==> src/hdl/lsu_defines.svh <==
`ifndef LSU_DEFINES_SVH
`define LSU_DEFINES_SVH

// Data path widths.
`define LSU_DATA_W 32
`define LSU_BYTE_W 8

// One RAM per byte lane of the data word.
`define LSU_LANES 4

// Word address inside a lane, taken from addr above the byte offset.
`define LSU_WORD_AW 8
`define LSU_WORD_LSB 2
`define LSU_WORD_DEPTH (1 << `LSU_WORD_AW)

`endif

==> src/hdl/lsu_pkg.sv <==
`include "lsu_defines.svh"

package lsu_pkg;

    typedef enum logic [1:0] {
        ACCESS_OP_M2R = 2'd0,  // Load.
        ACCESS_OP_R2M = 2'd1,  // Store.
        ACCESS_OP_D2R = 2'd2   // Data straight back to register.
    } access_op_e;

    typedef enum logic [1:0] {
        ACCESS_SZ_BYTE = 2'd0,
        ACCESS_SZ_HALF = 2'd1,
        ACCESS_SZ_WORD = 2'd2
    } access_sz_e;

    typedef enum logic [1:0] {
        CTRL_IDLE = 2'd0,
        CTRL_READ = 2'd1,  // Lane read in flight.
        CTRL_DONE = 2'd2
    } ctrl_state_e;

    // One access as issued by the requester.
    typedef struct packed {
        access_op_e             op;
        access_sz_e             size;
        logic                   is_unsigned;
        logic [`LSU_DATA_W-1:0] addr;
        logic [`LSU_DATA_W-1:0] wdata;
    } mem_req_t;

    typedef struct packed {
        logic                   we;
        logic [`LSU_WORD_AW-1:0] addr;  // Shared by read and write.
        logic [`LSU_BYTE_W-1:0] data;
    } lane_wr_t;

endpackage

==> src/hdl/byte_lane_ram.sv <==
`timescale 1ns/1ns
`include "lsu_defines.svh"

module byte_lane_ram
    import lsu_pkg::*;
(
    input  logic                    clk_i,
    input  lane_wr_t                wr_i,
    input  logic [`LSU_WORD_AW-1:0] rd_addr_i,
    output logic [`LSU_BYTE_W-1:0]  rd_byte_o
);

    logic [`LSU_BYTE_W-1:0] mem [`LSU_WORD_DEPTH];

    always_ff @(posedge clk_i) begin
        if (wr_i.we) begin
            mem[wr_i.addr] <= wr_i.data;
        end
    end

    // Registered read, one cycle after the address.
    always_ff @(posedge clk_i) begin
        rd_byte_o <= mem[rd_addr_i];
    end

endmodule

==> config.mk <==
export PLATFORM = sky130hd
export DESIGN_NAME = byte_lane_ram
export DESIGN_NICKNAME = d
export VERILOG_FILES = /design/src/hdl/lsu_pkg.sv /design/src/hdl/byte_lane_ram.sv
export VERILOG_INCLUDE_DIRS = /design/src /design/src/hdl
export SDC_FILE = /design/constraint.sdc
export NUM_CORES = 2
export LEC_CHECK = 0
export BUFFER_PORTS_ARGS = -buffer_cell sky130_fd_sc_hd__buf_4
export CAP_MARGIN = 0
export CORE_ASPECT_RATIO = 0.8
export CORE_UTILIZATION = 51
export DETAILED_ROUTE_END_ITERATION = 6
export PLACE_DENSITY_LB_ADDON = 0.2
export SYNTH_ARGS = -nofsm -noshare
export SYNTH_HDL_FRONTEND = slang
export SYNTH_SLANG_ARGS = --single-unit
==> constraint.sdc <==
create_clock -name clk_i -period 4.05 [get_ports clk_i]
set_clock_uncertainty 0.15 [all_clocks]
set_input_delay 0.2025 -clock clk_i [delete_from_list [all_inputs] [get_ports clk_i]]
set_output_delay 0.2025 -clock clk_i [all_outputs]
set_load 0.02 [all_outputs]
==> impl_metrics.csv <==
group,metric,value,unit
synth,async_flop_share,0,
synth,yosysSeqAreaShare,0.7750,
placement,dpl_cell_area,83130,µm²
route,viasPerCell,6.344,
synth,ys_ff_latch,2056,
timing,drv_slew,0,
floorplan,ios,34,
final_layout,mostFrequentLayoutCell,"edfxtp_1",
final_layout,nFillCells,11141,
placement,dp.cells,5792,
critical_path,endpoint_kind,"register",
final_layout,fin_cells,6165,
global_routing,grt_pass1_wl,281.5,mm
final_layout,syn_to_final_growth,12.33,%
synth,synth_ff_type,"edfxtp_1",
outcome,status,"finished clean",
synth,synthDistinctLibCells,55,
route,dr.pass1.iters,5,
final_layout,final_area,89360,µm²
clock_network,cts_buffers,191,
timing,max_slew_margin,0.1487,
synth,syn_area_per_cell,21.31,µm²
timing,rsz0062_at_grt,"no",
route,wl_per_cell,31.71,µm
synth,synth_nets,3759,
clock_network,cts-root-buf,"clkbuf_16",
clock_network,path_clk_slew,0.06,ns
route,vias,39108,
hold_path,holdCritPathClass,"input pin to register",
synth,synth-edff-count,2048,
critical_path,critical_path_class,"input pin to register",
power,power_leakage,0.02776,µW
clock_network,clock_sinks,2056,
clock_network,cts_setup_buffers,0,
global_routing,grtUsageTotal,0.2501,
final_layout,drive_above_1_share,0.2415,
critical_path,crit_path_max_fanout,18,
clock_network,cts_tree,"yes",
route,postRouteAntennaNets,0,
floorplan,dieArea,157600,µm²
floorplan,fp-row-count,129,
synth,yosysWarnings,0,
job,cap_viol_max_count,0,
floorplan,die_y,355.3,µm
power,peakVddDrop,0.4284,mV
critical_path,worstPathArrival,3.71,ns
placement,dpl.hpwl,120.6,mm
global_routing,antenna_found_initial,4,
clock_network,h-tree-depth,4,
placement,gp_congestion,0.8768,
global_routing,globalRoute.totalOverflow,0,
critical_path,cp.required,4.56,ns
final_layout,fin_util,0.5773,
timing,setup_viol,0,
clock_network,cts.path.max_buffers,3,
floorplan,start_util,0.5140,
final_layout,final_nets,4000,
power,powerDensity,483.3,nW/µm²
global_routing,first_global_vias,38714,
critical_path,startpoint_type,"input pin",
timing,whs,0.2095,ns
global_routing,grt_start_max_net_pins,160,
timing,min_period,3.198,ns
synth,synthCells,3733,
clock_network,clock_latency,0.84,ns
route,drc,0,
route,drtIter0Drc,4758,
timing,fmax,312.7,MHz
placement,io_buffers,33,
synth,syn_area,79560,µm²
timing,post-route-period-util,0.7897,
floorplan,coreArea,154800,µm²
route,finalWirelength,195.5,mm
timing,worstMarginPinSlew,1.277,ns
final_layout,final_cell_mix,"2,048 x edfxtp_1, 454 x mux4_2, 279 x nor2_1, 224 x buf_4, 196 x clkbuf_16",
floorplan,fp.dieW,443.6,µm
timing,timing_hold_violations_final,0,
[Yosys cell counts (13+ instances only)]
cell	count	area [µm²]
nand3_1	34	170.2
nor2_1	282	1059
mux2i_1	134	1341
buf_8	13	195.2
mux4_2	454	10220
buf_4	27	202.7
nand2_1	33	123.9
o22ai_1	28	175.2
buf_2	31	155.2
clkbuf_1	111	416.7
nor4_1	24	150.1
nor2b_1	31	193.9
o221ai_1	46	402.9
a22oi_1	133	998.5
buf_1	22	82.58
a21oi_1	96	480.5
a211oi_1	16	120.1
buf_6	21	236.5
nor3_1	22	110.1
a221oi_1	13	113.9
edfxtp_1	2048	61500
[flip-flops by register name, summed over array words and instances, names as in the netlist]
register	flops
mem	2048
rd_byte_o	8
[stage by stage]
stage                     worst slack (ns)  setup TNS (ns)  total power, µW
after floorplan                      1.760               0            25080
after global placement             -0.2188         -0.4131            26120
after detailed placement            0.3789               0            26150
after CTS                           0.9504               0            43420
after global routing                0.7796               0            44280
final                               0.8516               0            43180
[where the power goes]
group / leakage, µW / internal [µW] / total (µW) / switching (µW)
Clock: 0.00294 / 9760 / 17500 / 7720
Sequential: 0.0185 / 23500 / 23500 / 38.3
Combinational: 0.00634 / 788 / 2210 / 1420
Total: 0.0278 / 34000 / 43200 / 9180
[path summary, 6_finish.rpt]
check / from / endpoint / slack, ns / cells past startpoint
max reg2reg: mem[211][3] / rd_byte_o[3] / 1.12 / 6
min reg2reg: mem[32][5] / rd_byte_o[5] / 0.82 / 6
min: wr_i[16] / mem[224][1] / 0.21 / 4
max: rd_addr_i[4] / rd_byte_o[3] / 0.85 / 10
[routing by layer]
layer / track usage / wire length [µm]
met5: 0 / 0
met4: 0.06388 / 4114
met2: 0.3679 / 88560
met3: 0.05575 / 18750
met1: 0.3822 / 84050
[critical path: stages]
cell	delay, ns
dlygate4sd3_1	0.52
buf_4	0.33
buf_4	0.40
nand2b_1	0.58
a211oi_1	0.12
a311oi_1	0.29
dlygate4sd3_1	0.59
o221ai_1	0.11
a211oi_1	0.43
nor4_1	0.08
[logic make-up after synthesis]
logic type	share of synthesized area
buffers and inverters	0.01831
multiplexers	0.1462
AO/OA/AOI/OAI	0.03419
flip-flops	0.7750
AND/OR/NAND/NOR	0.02628
[area by class of cell]
class                   instances  area, µm²  area share
diodes                          3      7.507  0.00008401
flip-flops and latches       2056      61660      0.6900
well taps                    2030       2540     0.02842
multi-input cells            1442      16530      0.1850
repair buffers                281       2581     0.02889
clock buffers                 266       5338     0.05973
clock inverters                85      694.4    0.007771
inverters                       2      7.507  0.00008401
[timing repair]
| action | CTS | global route |
|---|---|---|
| hold buffers | 19 | 0 |
| endpoints found under the setup margin | 0 | 0 |
| hold endpoints to repair | 967 | 0 |
| resized for setup | 0 | 0 |
Power figures use the tool's default switching activity.
