$ cat src/hdl/lsu_defines.svh
`ifndef LSU_DEFINES_SVH
`define LSU_DEFINES_SVH

// Data path widths.
`define LSU_DATA_W 32
`define LSU_BYTE_W 8

// One RAM per byte lane of the data word.
`define LSU_LANES 4

// Word address inside a lane, taken from addr above the byte offset.
`define LSU_WORD_AW 8
`define LSU_WORD_LSB 2
`define LSU_WORD_DEPTH (1 << `LSU_WORD_AW)

`endif

$ cat src/hdl/lsu_pkg.sv
`include "lsu_defines.svh"

package lsu_pkg;

    typedef enum logic [1:0] {
        ACCESS_OP_M2R = 2'd0,  // Load.
        ACCESS_OP_R2M = 2'd1,  // Store.
        ACCESS_OP_D2R = 2'd2   // Data straight back to register.
    } access_op_e;

    typedef enum logic [1:0] {
        ACCESS_SZ_BYTE = 2'd0,
        ACCESS_SZ_HALF = 2'd1,
        ACCESS_SZ_WORD = 2'd2
    } access_sz_e;

    typedef enum logic [1:0] {
        CTRL_IDLE = 2'd0,
        CTRL_READ = 2'd1,  // Lane read in flight.
        CTRL_DONE = 2'd2
    } ctrl_state_e;

    // One access as issued by the requester.
    typedef struct packed {
        access_op_e             op;
        access_sz_e             size;
        logic                   is_unsigned;
        logic [`LSU_DATA_W-1:0] addr;
        logic [`LSU_DATA_W-1:0] wdata;
    } mem_req_t;

    typedef struct packed {
        logic                   we;
        logic [`LSU_WORD_AW-1:0] addr;  // Shared by read and write.
        logic [`LSU_BYTE_W-1:0] data;
    } lane_wr_t;

endpackage

$ cat src/hdl/mem_align.sv
`timescale 1ns/1ns
`include "lsu_defines.svh"

module mem_align
    import lsu_pkg::*;
(
    input  mem_req_t                               req_i,
    input  logic                                   wr_allow_i,
    input  logic [`LSU_LANES-1:0][`LSU_BYTE_W-1:0] rd_bytes_i,
    output lane_wr_t [`LSU_LANES-1:0]              lane_wr_o,
    output logic                                   misaligned_o,
    output logic [`LSU_DATA_W-1:0]                 load_data_o
);

    logic [`LSU_LANES-1:0]   byte_en;
    logic [`LSU_DATA_W-1:0]  store_data;
    logic [`LSU_DATA_W-1:0]  rd_word;
    logic [15:0]             rd_half;
    logic [7:0]              rd_byte;
    logic                    mem_op;
    logic                    wr_en;
    logic [`LSU_WORD_AW-1:0] word_addr;

    assign rd_word   = rd_bytes_i;
    assign word_addr = req_i.addr[`LSU_WORD_AW+`LSU_WORD_LSB-1:`LSU_WORD_LSB];
    assign mem_op    = (req_i.op == ACCESS_OP_M2R) || (req_i.op == ACCESS_OP_R2M);

    // Lane selection and the matching slice of the read word.
    always_comb begin
        rd_half = 16'h0;
        rd_byte = 8'h0;
        case (req_i.size)
            ACCESS_SZ_BYTE: begin
                byte_en = 4'b0001 << req_i.addr[1:0];
                rd_byte = rd_bytes_i[req_i.addr[1:0]];
            end
            ACCESS_SZ_HALF: begin
                byte_en = req_i.addr[1] ? 4'b1100 : 4'b0011;
                rd_half = req_i.addr[1] ? rd_word[31:16] : rd_word[15:0];
            end
            default: begin
                byte_en = 4'b1111;
            end
        endcase
    end

    // Replicate narrow store data so every enabled lane sees its byte.
    always_comb begin
        case (req_i.size)
            ACCESS_SZ_BYTE: store_data = {4{req_i.wdata[7:0]}};
            ACCESS_SZ_HALF: store_data = {2{req_i.wdata[15:0]}};
            default:        store_data = req_i.wdata;
        endcase
    end

    always_comb begin
        if (req_i.op == ACCESS_OP_M2R) begin
            case (req_i.size)
                ACCESS_SZ_BYTE: begin
                    load_data_o = req_i.is_unsigned ? {24'h0, rd_byte}
                                                    : {{24{rd_byte[7]}}, rd_byte};
                end
                ACCESS_SZ_HALF: begin
                    load_data_o = req_i.is_unsigned ? {16'h0, rd_half}
                                                    : {{16{rd_half[15]}}, rd_half};
                end
                default: begin
                    load_data_o = rd_word;
                end
            endcase
        end else begin
            load_data_o = req_i.wdata;  // Store and pass-through echo the operand.
        end
    end

    always_comb begin
        case (req_i.size)
            ACCESS_SZ_BYTE: misaligned_o = 1'b0;
            ACCESS_SZ_HALF: misaligned_o = mem_op && req_i.addr[0];
            default:        misaligned_o = mem_op && (req_i.addr[1:0] != 2'b00);
        endcase
    end

    // The only write qualifier in the design.
    assign wr_en = wr_allow_i && (req_i.op == ACCESS_OP_R2M) && !misaligned_o;

    always_comb begin
        for (int i = 0; i < `LSU_LANES; i++) begin
            lane_wr_o[i].we   = wr_en && byte_en[i];
            lane_wr_o[i].addr = word_addr;
            lane_wr_o[i].data = store_data[i*`LSU_BYTE_W +: `LSU_BYTE_W];
        end
    end

endmodule

$ cat config.mk
export PLATFORM = sky130hd
export DESIGN_NAME = mem_align
export DESIGN_NICKNAME = d
export VERILOG_FILES = /design/src/hdl/lsu_pkg.sv /design/src/hdl/mem_align.sv
export VERILOG_INCLUDE_DIRS = /design/src /design/src/hdl
export SDC_FILE = /design/constraint.sdc
export NUM_CORES = 1
export LEC_CHECK = 0
export ABC_AREA = 1
export BUFFER_PORTS_ARGS = -buffer_cell sky130_fd_sc_hd__clkbuf_2
export CORE_ASPECT_RATIO = 1.1
export CORE_MARGIN = 4
export CORE_UTILIZATION = 37
export DETAILED_ROUTE_END_ITERATION = 8
export PLACE_DENSITY = 0.84
export SLEW_MARGIN = 15
export SYNTH_ARGS = -nofsm -noshare
export SYNTH_HDL_FRONTEND = slang
export SYNTH_SLANG_ARGS = --single-unit
$ cat constraint.sdc
create_clock -name vclk -period 1.3
set_input_delay 0.195 -clock vclk [all_inputs]
set_output_delay 0.195 -clock vclk [all_outputs]
set_load 0.05 [all_outputs]
==> impl_metrics.env <==
export IMPL_outcome="finished with violations"
export IMPL_violations="negative setup slack"
export IMPL_die_h_um=84.0
export IMPL_final_area_um2=4920
export IMPL_die_area_um2=6470
export IMPL_setup_viol=51
export IMPL_gr_total_overflow=0
export IMPL_cp_common_cell="buf_12"
export IMPL_crit_arrival_ns=1.41
export IMPL_ys_top_cells_by_area="nand2_1 30%, buf_4 16%, inv_1 15%"
export IMPL_diodes=0
export IMPL_p_leak_nw=2.46
export IMPL_finalCritPeriodShare_pct=124
export IMPL_ff_latch_area_um2=0
export IMPL_first_pass_iters=6
export IMPL_drv_cap=0
export IMPL_grt_pass1_wl_um=17900
export IMPL_grt_max_degree=17
export IMPL_critPathRequiredTime_ns=1.11
export IMPL_synth_top_area_share_pct=29.6
export IMPL_cp_max_fo=8
export IMPL_drtIter0Drc=593
export IMPL_slew_headroom_pct=75.8
export IMPL_clock_buffer_count=0
export IMPL_grt_usage_pct=33.9
export IMPL_slowest_delay_ns=0.18
export IMPL_syn_nets=508
export IMPL_rsz0062_at_grt="yes"
export IMPL_ant_nets=0
export IMPL_tightest_slew_ns=0.362
export IMPL_drive_gt1_share_pct=71.4
export IMPL_die_w_um=77.1
export IMPL_wirelength_um=16100
export IMPL_hold_end="lane_wr_o[13]"
export IMPL_grt_pass1_vias=3583
export IMPL_fin_ws_ns=-0.310
export IMPL_min_from="req_i[39]"
export IMPL_cp_slowest_cell="nand3_4"
export IMPL_syn_area_um2=1940
export IMPL_min_path_cells=0
export IMPL_ys_warnings_count=0
export IMPL_path_cells="clkbuf_16, nor2_4, buf_12, buf_8, nand3_4, nand3_1, nand2_1, clkinvlp_4, buf_12"
export IMPL_finalNetCount=652
export IMPL_period_needed_ns=1.61
export IMPL_wl_per_cell_um=26.6
export IMPL_syn_to_final_growth_pct=153
export IMPL_fin_tns_setup_ns=-10.15
export IMPL_min_path_type="in -> out"
export IMPL_numPortBuffers=141
export IMPL_hold_buffers=0
export IMPL_seq_cell_count=0
export IMPL_p_per_area_nw_per_um2=560
export IMPL_antenna_found_initial=0
export IMPL_hold_viol=0
export IMPL_via_per_inst=6.58
export IMPL_ys_types=26
export IMPL_drc=0
export IMPL_max_freq_mhz=621
export IMPL_yosys_area_top_type="nand2_1"
export IMPL_vias=3985
export IMPL_gp_congestion=0.883
export IMPL_placed_cell_area_um2=3300
export IMPL_rows=27
export IMPL_vdd_drop_max_mv=0.451
export IMPL_synth_yosys_seq_area_share_pct=0
export IMPL_end_kind="primary output"
export IMPL_core_area_um2=5030
export IMPL_synthCells=406
export IMPL_dp_hpwl_um=6660
export IMPL_syn_area_per_cell_um2=4.78
export IMPL_io_pins=203
export IMPL_start_kind="input port"
export IMPL_final_max_slew_viol_count=0
export IMPL_initial_core_util_pct=38.6
export IMPL_worstSetupPathType="in -> out"
[worst max path at each step]
stage | endpoint | slack, ns | cells after the start | from
detailed placement | load_data_o[12] | -0.39 | 9 | req_i[33]
floorplan | lane_wr_o[17] | -0.23 | 5 | req_i[66]
global placement | load_data_o[10] | -0.36 | 7 | req_i[65]
finish | load_data_o[26] | -0.31 | 9 | req_i[65]
global route | load_data_o[19] | -0.34 | 9 | req_i[67]
CTS | load_data_o[16] | -0.18 | 9 | req_i[66]
[critical path, delay by kind of cell]
kind	cells	cell delay [ns]
and+or+nand+nor	4	0.55
buffers and inverters	5	0.67
[per-layer routing]
metal	up-vias	track usage, %	routed length (um)
met5	-	0	0
met4	0	19.3	1740
met3	213	6.16	2200
met2	493	60.3	7370
met1	1791	37.4	4820
li1	1488	-	-
[placed cells by master, fill, tap and decap left out, types with 5 or more instances in the layout]
cell / netlist / routed
buf_12: 0 / 32
clkbuf_2: 0 / 74
nand3_2: 1 / 23
nand2_2: 4 / 52
o21ai_4: 0 / 11
buf_8: 0 / 18
nand2_1: 153 / 81
clkbuf_16: 0 / 21
o21ai_2: 2 / 8
buf_4: 41 / 35
buf_6: 5 / 10
o21ai_0: 27 / 6
nand3_4: 2 / 7
inv_1: 77 / 51
a21oi_4: 0 / 5
nor2_1: 20 / 6
nor2_4: 1 / 15
nand2_8: 0 / 6
clkinvlp_4: 0 / 23
nand2_4: 1 / 19
[report_power, final]
group | internal (mW) | switching (mW) | total, mW
combinational | 1.11 | 1.64 | 2.75
sequential | 0 | 0 | 0
clock | 0 | 0 | 0
[layout make-up]
cell class | count | area, um2
timing repair buffer | 196 | 2230
multi-input combinational | 269 | 2170
inverter | 83 | 445
fill | 70 | 118
tap | 58 | 72.6
[through the flow]
step                power (mW)  hold slack (ns)  util [%]  setup slack (ns)  cells
floorplan                 1.46            0.492         -            -0.234    406
global placement          1.85            0.391      65.5            -0.361    586
detailed placement        1.87            0.391      65.5            -0.387    586
CTS                       2.37            0.391      88.4            -0.183    599
global route              2.81            0.390      97.7            -0.335    606
finish                    2.75            0.390      97.7            -0.310    606
[logic make-up (layout without fill, tap and decap cells)]
kind of cell           after synthesis  in the layout  synth area share, %
AOI/OAI and AO/OA                   51             51                 15.5
buffers and inverters              141            279                 37.8
and+or+nand+nor                    214            218                 46.7
[cell usage after synthesis, drive strengths merged]
cell type	number
o221ai	7
o211ai	2
nand2	158
or2	2
nor2	23
a21oi	10
o21ai	29
o22ai	2
inv	83
buf	54
nand3	30
nor3	1
clkbuf	4
o2111ai	1
[repair_timing]
action | 4_1_cts | 5_1_grt
endpoints found under the hold margin | 0 | 0
endpoints found under the setup margin | 60 | 56
setup buffers | 8 | 7
cloned | 5 | 1
pin swaps | 29 | 41
gates resized for setup | 212 | 117
Note: power is estimated with default switching activity, not from simulation.
