--- src/hdl/lsu_defines.svh ---
`ifndef LSU_DEFINES_SVH
`define LSU_DEFINES_SVH

// Data path widths.
`define LSU_DATA_W 32
`define LSU_BYTE_W 8

// One RAM per byte lane of the data word.
`define LSU_LANES 4

// Word address inside a lane, taken from addr above the byte offset.
`define LSU_WORD_AW 8
`define LSU_WORD_LSB 2
`define LSU_WORD_DEPTH (1 << `LSU_WORD_AW)

`endif

--- src/hdl/lsu_pkg.sv ---
`include "lsu_defines.svh"

package lsu_pkg;

    typedef enum logic [1:0] {
        ACCESS_OP_M2R = 2'd0,  // Load.
        ACCESS_OP_R2M = 2'd1,  // Store.
        ACCESS_OP_D2R = 2'd2   // Data straight back to register.
    } access_op_e;

    typedef enum logic [1:0] {
        ACCESS_SZ_BYTE = 2'd0,
        ACCESS_SZ_HALF = 2'd1,
        ACCESS_SZ_WORD = 2'd2
    } access_sz_e;

    typedef enum logic [1:0] {
        CTRL_IDLE = 2'd0,
        CTRL_READ = 2'd1,  // Lane read in flight.
        CTRL_DONE = 2'd2
    } ctrl_state_e;

    // One access as issued by the requester.
    typedef struct packed {
        access_op_e             op;
        access_sz_e             size;
        logic                   is_unsigned;
        logic [`LSU_DATA_W-1:0] addr;
        logic [`LSU_DATA_W-1:0] wdata;
    } mem_req_t;

    typedef struct packed {
        logic                   we;
        logic [`LSU_WORD_AW-1:0] addr;  // Shared by read and write.
        logic [`LSU_BYTE_W-1:0] data;
    } lane_wr_t;

endpackage

--- src/hdl/mem_access_ctrl.sv ---
`timescale 1ns/1ns
`include "lsu_defines.svh"

module mem_access_ctrl
    import lsu_pkg::*;
(
    input  logic                   clk_i,
    input  logic                   rst_n_i,
    input  logic                   psel_i,
    input  logic                   penable_i,
    input  mem_req_t               req_i,
    output logic                   pready_o,
    output logic                   pslverr_o,
    output logic [`LSU_DATA_W-1:0] prdata_o,
    output mem_req_t               held_req_o,
    output logic                   wr_allow_o,
    input  logic                   misaligned_i,
    input  logic [`LSU_DATA_W-1:0] load_data_i
);

    ctrl_state_e state_q;
    ctrl_state_e state_d;
    logic        capture;
    logic        done;

    assign capture = (state_q == CTRL_IDLE) && psel_i && !penable_i;  // Setup cycle.
    assign done    = (state_q == CTRL_DONE);

    always_comb begin
        state_d = state_q;
        case (state_q)
            CTRL_IDLE: begin
                if (capture) begin
                    state_d = CTRL_READ;
                end
            end
            CTRL_READ: begin
                state_d = CTRL_DONE;  // Lanes sample the address here.
            end
            CTRL_DONE: begin
                state_d = CTRL_IDLE;
            end
            default: begin
                state_d = CTRL_IDLE;
            end
        endcase
    end

    always_ff @(posedge clk_i) begin
        if (!rst_n_i) begin
            state_q <= CTRL_IDLE;
        end else begin
            state_q <= state_d;
        end
    end

    // Request held for the whole transfer.
    always_ff @(posedge clk_i) begin
        if (capture) begin
            held_req_o <= req_i;
        end
    end

    assign pready_o   = done;
    assign wr_allow_o = done;  // Store lands on the completing edge.
    assign pslverr_o  = done && misaligned_i;
    assign prdata_o   = done ? load_data_i : '0;

endmodule

--- config.mk ---
export PLATFORM = sky130hd
export DESIGN_NAME = mem_access_ctrl
export DESIGN_NICKNAME = d
export VERILOG_FILES = /design/src/hdl/lsu_pkg.sv /design/src/hdl/mem_access_ctrl.sv
export VERILOG_INCLUDE_DIRS = /design/src /design/src/hdl
export SDC_FILE = /design/constraint.sdc
export NUM_CORES = 1
export LEC_CHECK = 0
export BUFFER_PORTS_ARGS = -buffer_cell sky130_fd_sc_hd__clkbuf_2
export CORE_ASPECT_RATIO = 0.8
export CORE_UTILIZATION = 37
export CTS_CLUSTER_SIZE = 14
export DETAILED_ROUTE_END_ITERATION = 7
export PLACE_DENSITY = 0.79
export SYNTH_ARGS = -nofsm -noshare
export SYNTH_HDL_FRONTEND = slang
export SYNTH_SLANG_ARGS = --single-unit
--- constraint.sdc ---
create_clock -name clk_i -period 6.2 [get_ports clk_i]
set_clock_uncertainty 0.15 [all_clocks]
set_input_delay 0 -clock clk_i [delete_from_list [all_inputs] [get_ports clk_i]]
set_output_delay 0 -clock clk_i [all_outputs]
set_load 0.005 [all_outputs]
==> metrics.txt, run 1 <==
area grow syn2layout 85.77%; Worst Setup End Kind register; fill cell count slightly below 400; CP bufs+invs 1; RSZ-0062 raised after global routing no; Syn Area/Cell 21.40 µm²; delay-heaviest family, CP buffers and inverters; drt initial violations 138; Clk pin slew, worst setup/hold paths ~70 ps; grt total ovfl 0; post-synthesis register bit count 71; clk buf depth 2; Max FO, Critical Path 17; Max-cap violations 0; clk root buf clkbuf_8; reg2reg start state_q[0]$_SDFFE_PN0P_; number of port buffers 209; Hold Fails Final Rpt 0; HP Start load_data_i[9]; Initial Util about two fifths; die width 92.39 µm; initial antenna violation count 0; Mapped Area 2419 µm²; setup_tns 0 ps; DR pass1 iterations 4; PostCTS Resize Cnt 0; Nets 509; via-per-instance ratio roughly 4.4; CP Launch Type register; CTS tree yes; biggest area consumer among synthesized cells edfxtp_1; final worst-path cycle share 37.48%; fmax 0.4303 GHz; via count 2145; relative slew slack 49.18%; Finish-stage setup viols 0; DP HPWL about 5.4 mm; I/O Pins between 200 and 250; synth unique cells 10; H-Tree Level Count 3; post-CTS setup buffer count 0; # clock sinks 71; post-synth net total between 200 and 250; max-slew violations 0; Std-Cell Rows 25; DRC viols 0; P_leak about 2.1 nW; vias in the first global route 2141; GP Congestion between 0.7 and 0.8; Critical Path Start state_q[0]$_SDFFE_PN0P_; Seq/Total Area, Yosys between 80% and 90%; largest net degree at the start of global routing 53; Post-DRT Antenna Nets 0; routed wire length 8.383 mm; Least-Margin Pin Slew 759.8 ps; cts bufs inserted 9; status finished, final reports clean; kind of critical path reg -> reg; pwr dens 240.1 nW/µm²; slowest cell on the critical path dlygate4sd3_1; WL/cell 17.14 µm; Total Routing Usage GR between 20% and 30%; Antenna Diode Count 0; Worst Path Required 6020 ps; clk_lat worst skew 330 ps; top post-synthesis cells by area edfxtp_1 (86%), and2_1 (5.4%), and2_2 (4.0%); top-area cell type share of the netlist area 85.67%; share of cells above drive strength 1 58.82%; # hold bufs at CTS 73; Critical Path Max Stage Delay approximately 1100 ps; VDD IR max 0.2309 mV; Critical Path AT 2140 ps; chip height roughly 74 µm; Die ar. 6866 µm²; first-pass GRT wire length 11.70 mm; Worst Hold Class in -> out; critical-path cell list nor4b_4, dlygate4sd3_1; Syn. warnings 0; post-synthesis cell count between 100 and 150; final core utilization 73.66%; crit path time final 2324 ps; Core ar. 6100 µm²
[layout by cell type (no fill, tap or decap)]
cell type and instances:
clkbuf_2 209, nor2b_4 1, nand2_1 1, buf_4 1
nor4b_4 1, clkbuf_1 1, clkinvlp_4 1, dfxtp_1 2
inv_6 1, edfxtp_1 69, and2_1 21, and2_2 13
nor2_1 1, dlygate4sd3_1 73, bufinv_16 2, clkinv_4 2
clkbuf_8 9
[power by group]
group / total (W) / switching (W) / internal (W) / leakage (nW)
Sequential: 0.000558 / 0.00000701 / 0.000551 / 0.660
Combinational: 0.000115 / 0.0000446 / 0.0000702 / 1.33
Clock: 0.000406 / 0.000176 / 0.000229 / 0.107
[cell usage after synthesis]
cell type	number
buf_6	3
edfxtp_1	69
and2_2	13
nor4b_2	1
nor2_1	1
and2_1	21
nand2_1	1
buf_4	1
nor2b_4	1
dfxtp_1	2
[worst reg2reg max path: stages (launching register included)]
cell and delay [ps]:
dfxtp_1 370, nor4b_4 340, dlygate4sd3_1 1100
[registers in the layout, indices dropped and copies added (netlist names)]
name	flops
held_req_o	69
state_q	2
[routing by layer]
layer	up-vias	track usage [%]	part of all wire, %
met1	998	28.38	38
met2	137	41.81	53
met5	-	0	0
met3	17	7.873	7.6
met4	0	8.854	1.8
li1	993	-	-
[cell families after synthesis]
family	after synthesis	share of synthesized area (%)
buf+inv	4	1.707
flops	71	87.33
simple gates	38	10.97
[stage by stage]
step           setup slack (ps)  area (µm²)  total power [W]  cells  hold slack [ps]
2_1_floorplan              1326        2419        0.0005858    113           -51.13
3_3_place_gp               3708        3541        0.0006405    400            27.33
3_5_place_dp               3636        3541        0.0006436    400            29.16
4_1_cts                    3853        4493         0.001083    489            124.6
5_1_grt                    3731        4493         0.001118    489            139.9
6_report                   3876        4493         0.001079    489            123.4
[area by class of cell]
cell class	instances	area, µm²	share of cell area [%]
Sequential cell	71	2112	47.01
Clock buffer	10	127.6	2.840
Tap cell	81	101.3	2.256
Multi-Input combinational cell	38	274.0	6.099
Clock inverter	6	93.84	2.089
Timing Repair Buffer	283	1784	39.71
[worst paths after layout]
path,depth (start not counted),slack (ps),endpoint
min,3,120,prdata_o[9]
max,2,3880,held_req_o[49]$_DFFE_PP_
min reg2reg,1,350,state_q[1]$_SDFFE_PN0P_
max reg2reg,2,3880,held_req_o[49]$_DFFE_PP_
Power figures use the tool's default switching activity.
==> run 2: changes to the inputs <==
ABC_AREA = 1   (was default)
CORE_UTILIZATION = 34   (was 37)
PLACE_DENSITY = 0.76   (was 0.79)
clock period = 2 ns   (was 6.2 ns; I/O delays follow)
==> run 2 against run 1 <==
Core utilization down 8.0 points. Wire length is 23% lower. Non-clock buffer count unchanged. Power grew to 3.2 times the previous value. Design area rose by 1.2%. Area after synthesis increased by 1.1%. First-iteration DRC count shrank 41%. Combinational power grew to 3.1 times the previous value. Sequential share of layout area down 0.53 points. Cell count rose by 9.0%. Clock power rose to 3.3 times the previous value. Register-to-register slack worse by 3400 ps.
==> metrics.txt, run 2 <==
status finished, final reports clean; WL/cell 12.18 µm (-29%); max-slew violations 0 (unchanged); chip height 77.87 µm (+4.8%); Max FO, Critical Path 34 (+17); Final Cell Area 4547 µm² (+1.2%); fmax ~0.64 GHz; CTS tree yes; die width 96.83 µm (+4.8%); Seq/Total Area, Yosys 86.34% (-0.98 points); kind of critical path reg -> out; clk root buf clkbuf_8; Clk pin slew, worst setup/hold paths 70 ps (about the same); fill cell count 487 (+25%); Antenna Diode Count 0 (unchanged); synth unique cells 9 (-1); largest net degree at the start of global routing 39 (-26%); PostCTS Resize Cnt 0 (unchanged); Worst Path Required 1850 ps (-4170 ps); Int Pwr 0.002747 W (+220%); Initial Util 35.32% (-4.3 points); ys async rst share 0% (unchanged); DP HPWL 4.241 mm (-21%); top_reg_cell synth edfxtp_1; Worst Hold Class in -> out; I/O Pins 210 (unchanged); share of power burned in registers 50.7% (-1.1 points); initial antenna violation count 0 (unchanged); Post-Place Cell Area 3592 µm² (+1.4%); area grow syn2layout 85.88% (about the same); relative slew slack 61.66% (+12 points); Core ar. 6925 µm² (+14%); Nets 548 (+7.7%); via-per-instance ratio 4.017 (-8.4%); routed wire length 6.491 mm (-23%); Sw Ratio 19.37% (-1.8 points); pwr dens 749.4 nW/µm² (+210%); crit path time final 1556 ps; Max-cap violations 0 (unchanged); most common cell after layout, fill and taps aside clkbuf_2; switching pwr 0.0006599 W (+190%); Post-DRT Antenna Nets 0 (unchanged); EDFF count, synth 69 (unchanged); Critical Path AT 1410 ps (-730 ps); Biggest register held_req_o; grt total ovfl 0 (unchanged); Hold Fails Final Rpt 0 (unchanged); hold_ws 93.21 ps (-30.21 ps); RSZ-0062 raised after global routing no; post-synthesis cell count 152 (+35%); # clock sinks 71 (unchanged); Mapped Area 2446 µm² (+1.1%); via count 2141 (-0.19%); final core utilization 65.65% (-8.0 points); post-synth net total 258 (+18%); Logic pwr share 10.5% (about the same); H-Tree Level Count 3 (unchanged); most frequent cells after synthesis edfxtp_1 (69), inv_1 (38), nor2_1 (36), buf_6 (3), dfxtp_1 (2); biggest regs held_req_o: 69 flops, state_q: 2 flops; Least-Margin Pin Slew 573.1 ps (-186.7 ps); Syn Area/Cell 16.09 µm² (-25%); DRC viols 0 (unchanged); drt initial violations 82 (-41%); cts bufs inserted 9 (unchanged); CP Launch Type register; Worst Setup End Kind output pin; most common cell in the netlist edfxtp_1; top post-synthesis cells by area edfxtp_1 (85%), inv_1 (5.8%), nor2_1 (5.5%); post-synthesis register bit count 71 (unchanged); top-area cell type share of the netlist area 84.71% (-0.96 points); clk buf depth 2 (unchanged); Syn. warnings 0 (unchanged); clk_lat worst skew 330 ps (about the same); P_leak 2.251 nW (+7.5%); Clk network pwr share 38.9% (+1.3 points); biggest area consumer among synthesized cells edfxtp_1; Die ar. 7540 µm² (+9.8%); Std-Cell Rows 27 (+8.0%); GP Congestion 0.6970 (-11%); commonest non-fill, non-tap cells in the layout clkbuf_2 (209), dlygate4sd3_1 (72), edfxtp_1 (69), inv_1 (37), nor2_1 (36); VDD IR max 0.5052 mV (+120%); first-pass GRT wire length 9.949 mm (-15%); Total Routing Usage GR 17.46% (-6.6 points); Finish-stage setup viols 0 (unchanged); vias in the first global route 2220 (+3.7%); share of cells above drive strength 1 51.12% (-7.7 points); max reg flops 69 (unchanged); final worst-path cycle share between 70 and 80%; Final Power 0.003407 W (+220%); number of port buffers 209 (unchanged); DR pass1 iterations 4 (unchanged)
run 2: cell types whose count changed in the layout (fill, tap and decap cells not counted), sizes merged:
cell	previous run	this run
clkbuf	219	218
and2	34	0
clkinvlp	1	2
nor4b	1	0
bufinv	2	3
inv	1	37
nor2	1	36
nor2b	1	0
nand2	1	2
nor3	0	1
buf	1	2
dlygate4sd3	73	72
run 2: what timing repair did:
action	in CTS	in global routing
setup endpoints to repair	0	0
setup buffers	0	0
hold endpoints to repair	71	0
hold buffers	72	0
run 2: metrics by stage:
step | instances | TNS [ps] | setup slack [ps]
6_report | 533 | 0 | 443.7
5_1_grt | 533 | 0 | 248.8
4_1_cts | 533 | 0 | 421.6
3_5_place_dp | 446 | 0 | 522.0
3_3_place_gp | 446 | 0 | 546.4
2_1_floorplan | 152 | -437.0 | -6.334
run 2: kinds of logic (layout without fill, tap and decap cells):
group / count (synthesis) / after routing / share of synthesized area, %
flip-flops: 71 / 71 / 86.34
AND/OR/NAND/NOR: 39 / 39 / 6.138
buffers and inverters: 42 / 336 / 7.519
run 2: path summary, 6_finish.rpt:
kind / endpoint / startpoint / slack [ps] / cells after the start
max: prdata_o[18] / state_q[0]$_SDFFE_PN0P_ / 440 / 4
min: prdata_o[9] / load_data_i[9] / 90 / 4
max reg2reg: held_req_o[49]$_DFFE_PP_ / state_q[1]$_SDFFE_PN0P_ / 520 / 4
min reg2reg: state_q[1]$_SDFFE_PN0P_ / state_q[1]$_SDFFE_PN0P_ / 280 / 1
run 2: routing by layer:
layer | share of wire, % | track usage (%) | routed length (µm)
met1 | 38 | 18.10 | 2461
met2 | 51 | 30.21 | 3314
met3 | 9.2 | 8.108 | 595
met4 | 1.8 | 8.060 | 119
met5 | 0 | 0 | 0
run 2: final cells by class:
type	instances	area, µm²	share of cell area [%]
Sequential cell	71	2113	46.48
Timing Repair Buffer	283	1794	39.46
Multi-Input combinational cell	39	150.1	3.302
Inverter	38	146.4	3.220
Clock buffer	9	123.9	2.724
Clock inverter	6	110.1	2.422
Tap cell	87	108.9	2.394
run 2: worst max-delay path, cell delays in order (launching register included):
cell,delay (ps)
dfxtp_1,310
inv_1,80
nand2_2,320
nor2_1,220
clkbuf_2,140
run 2: power groups by stage:
stage	sequential [W]	combinational, W	clock [W]
3_3_place_gp	0.00176	0.000235	0
2_1_floorplan	0.00177	0.0000523	0
3_5_place_dp	0.00176	0.000242	0
4_1_cts	0.00173	0.000354	0.00136
6_report	0.00173	0.000357	0.00132
5_1_grt	0.00173	0.000389	0.00141
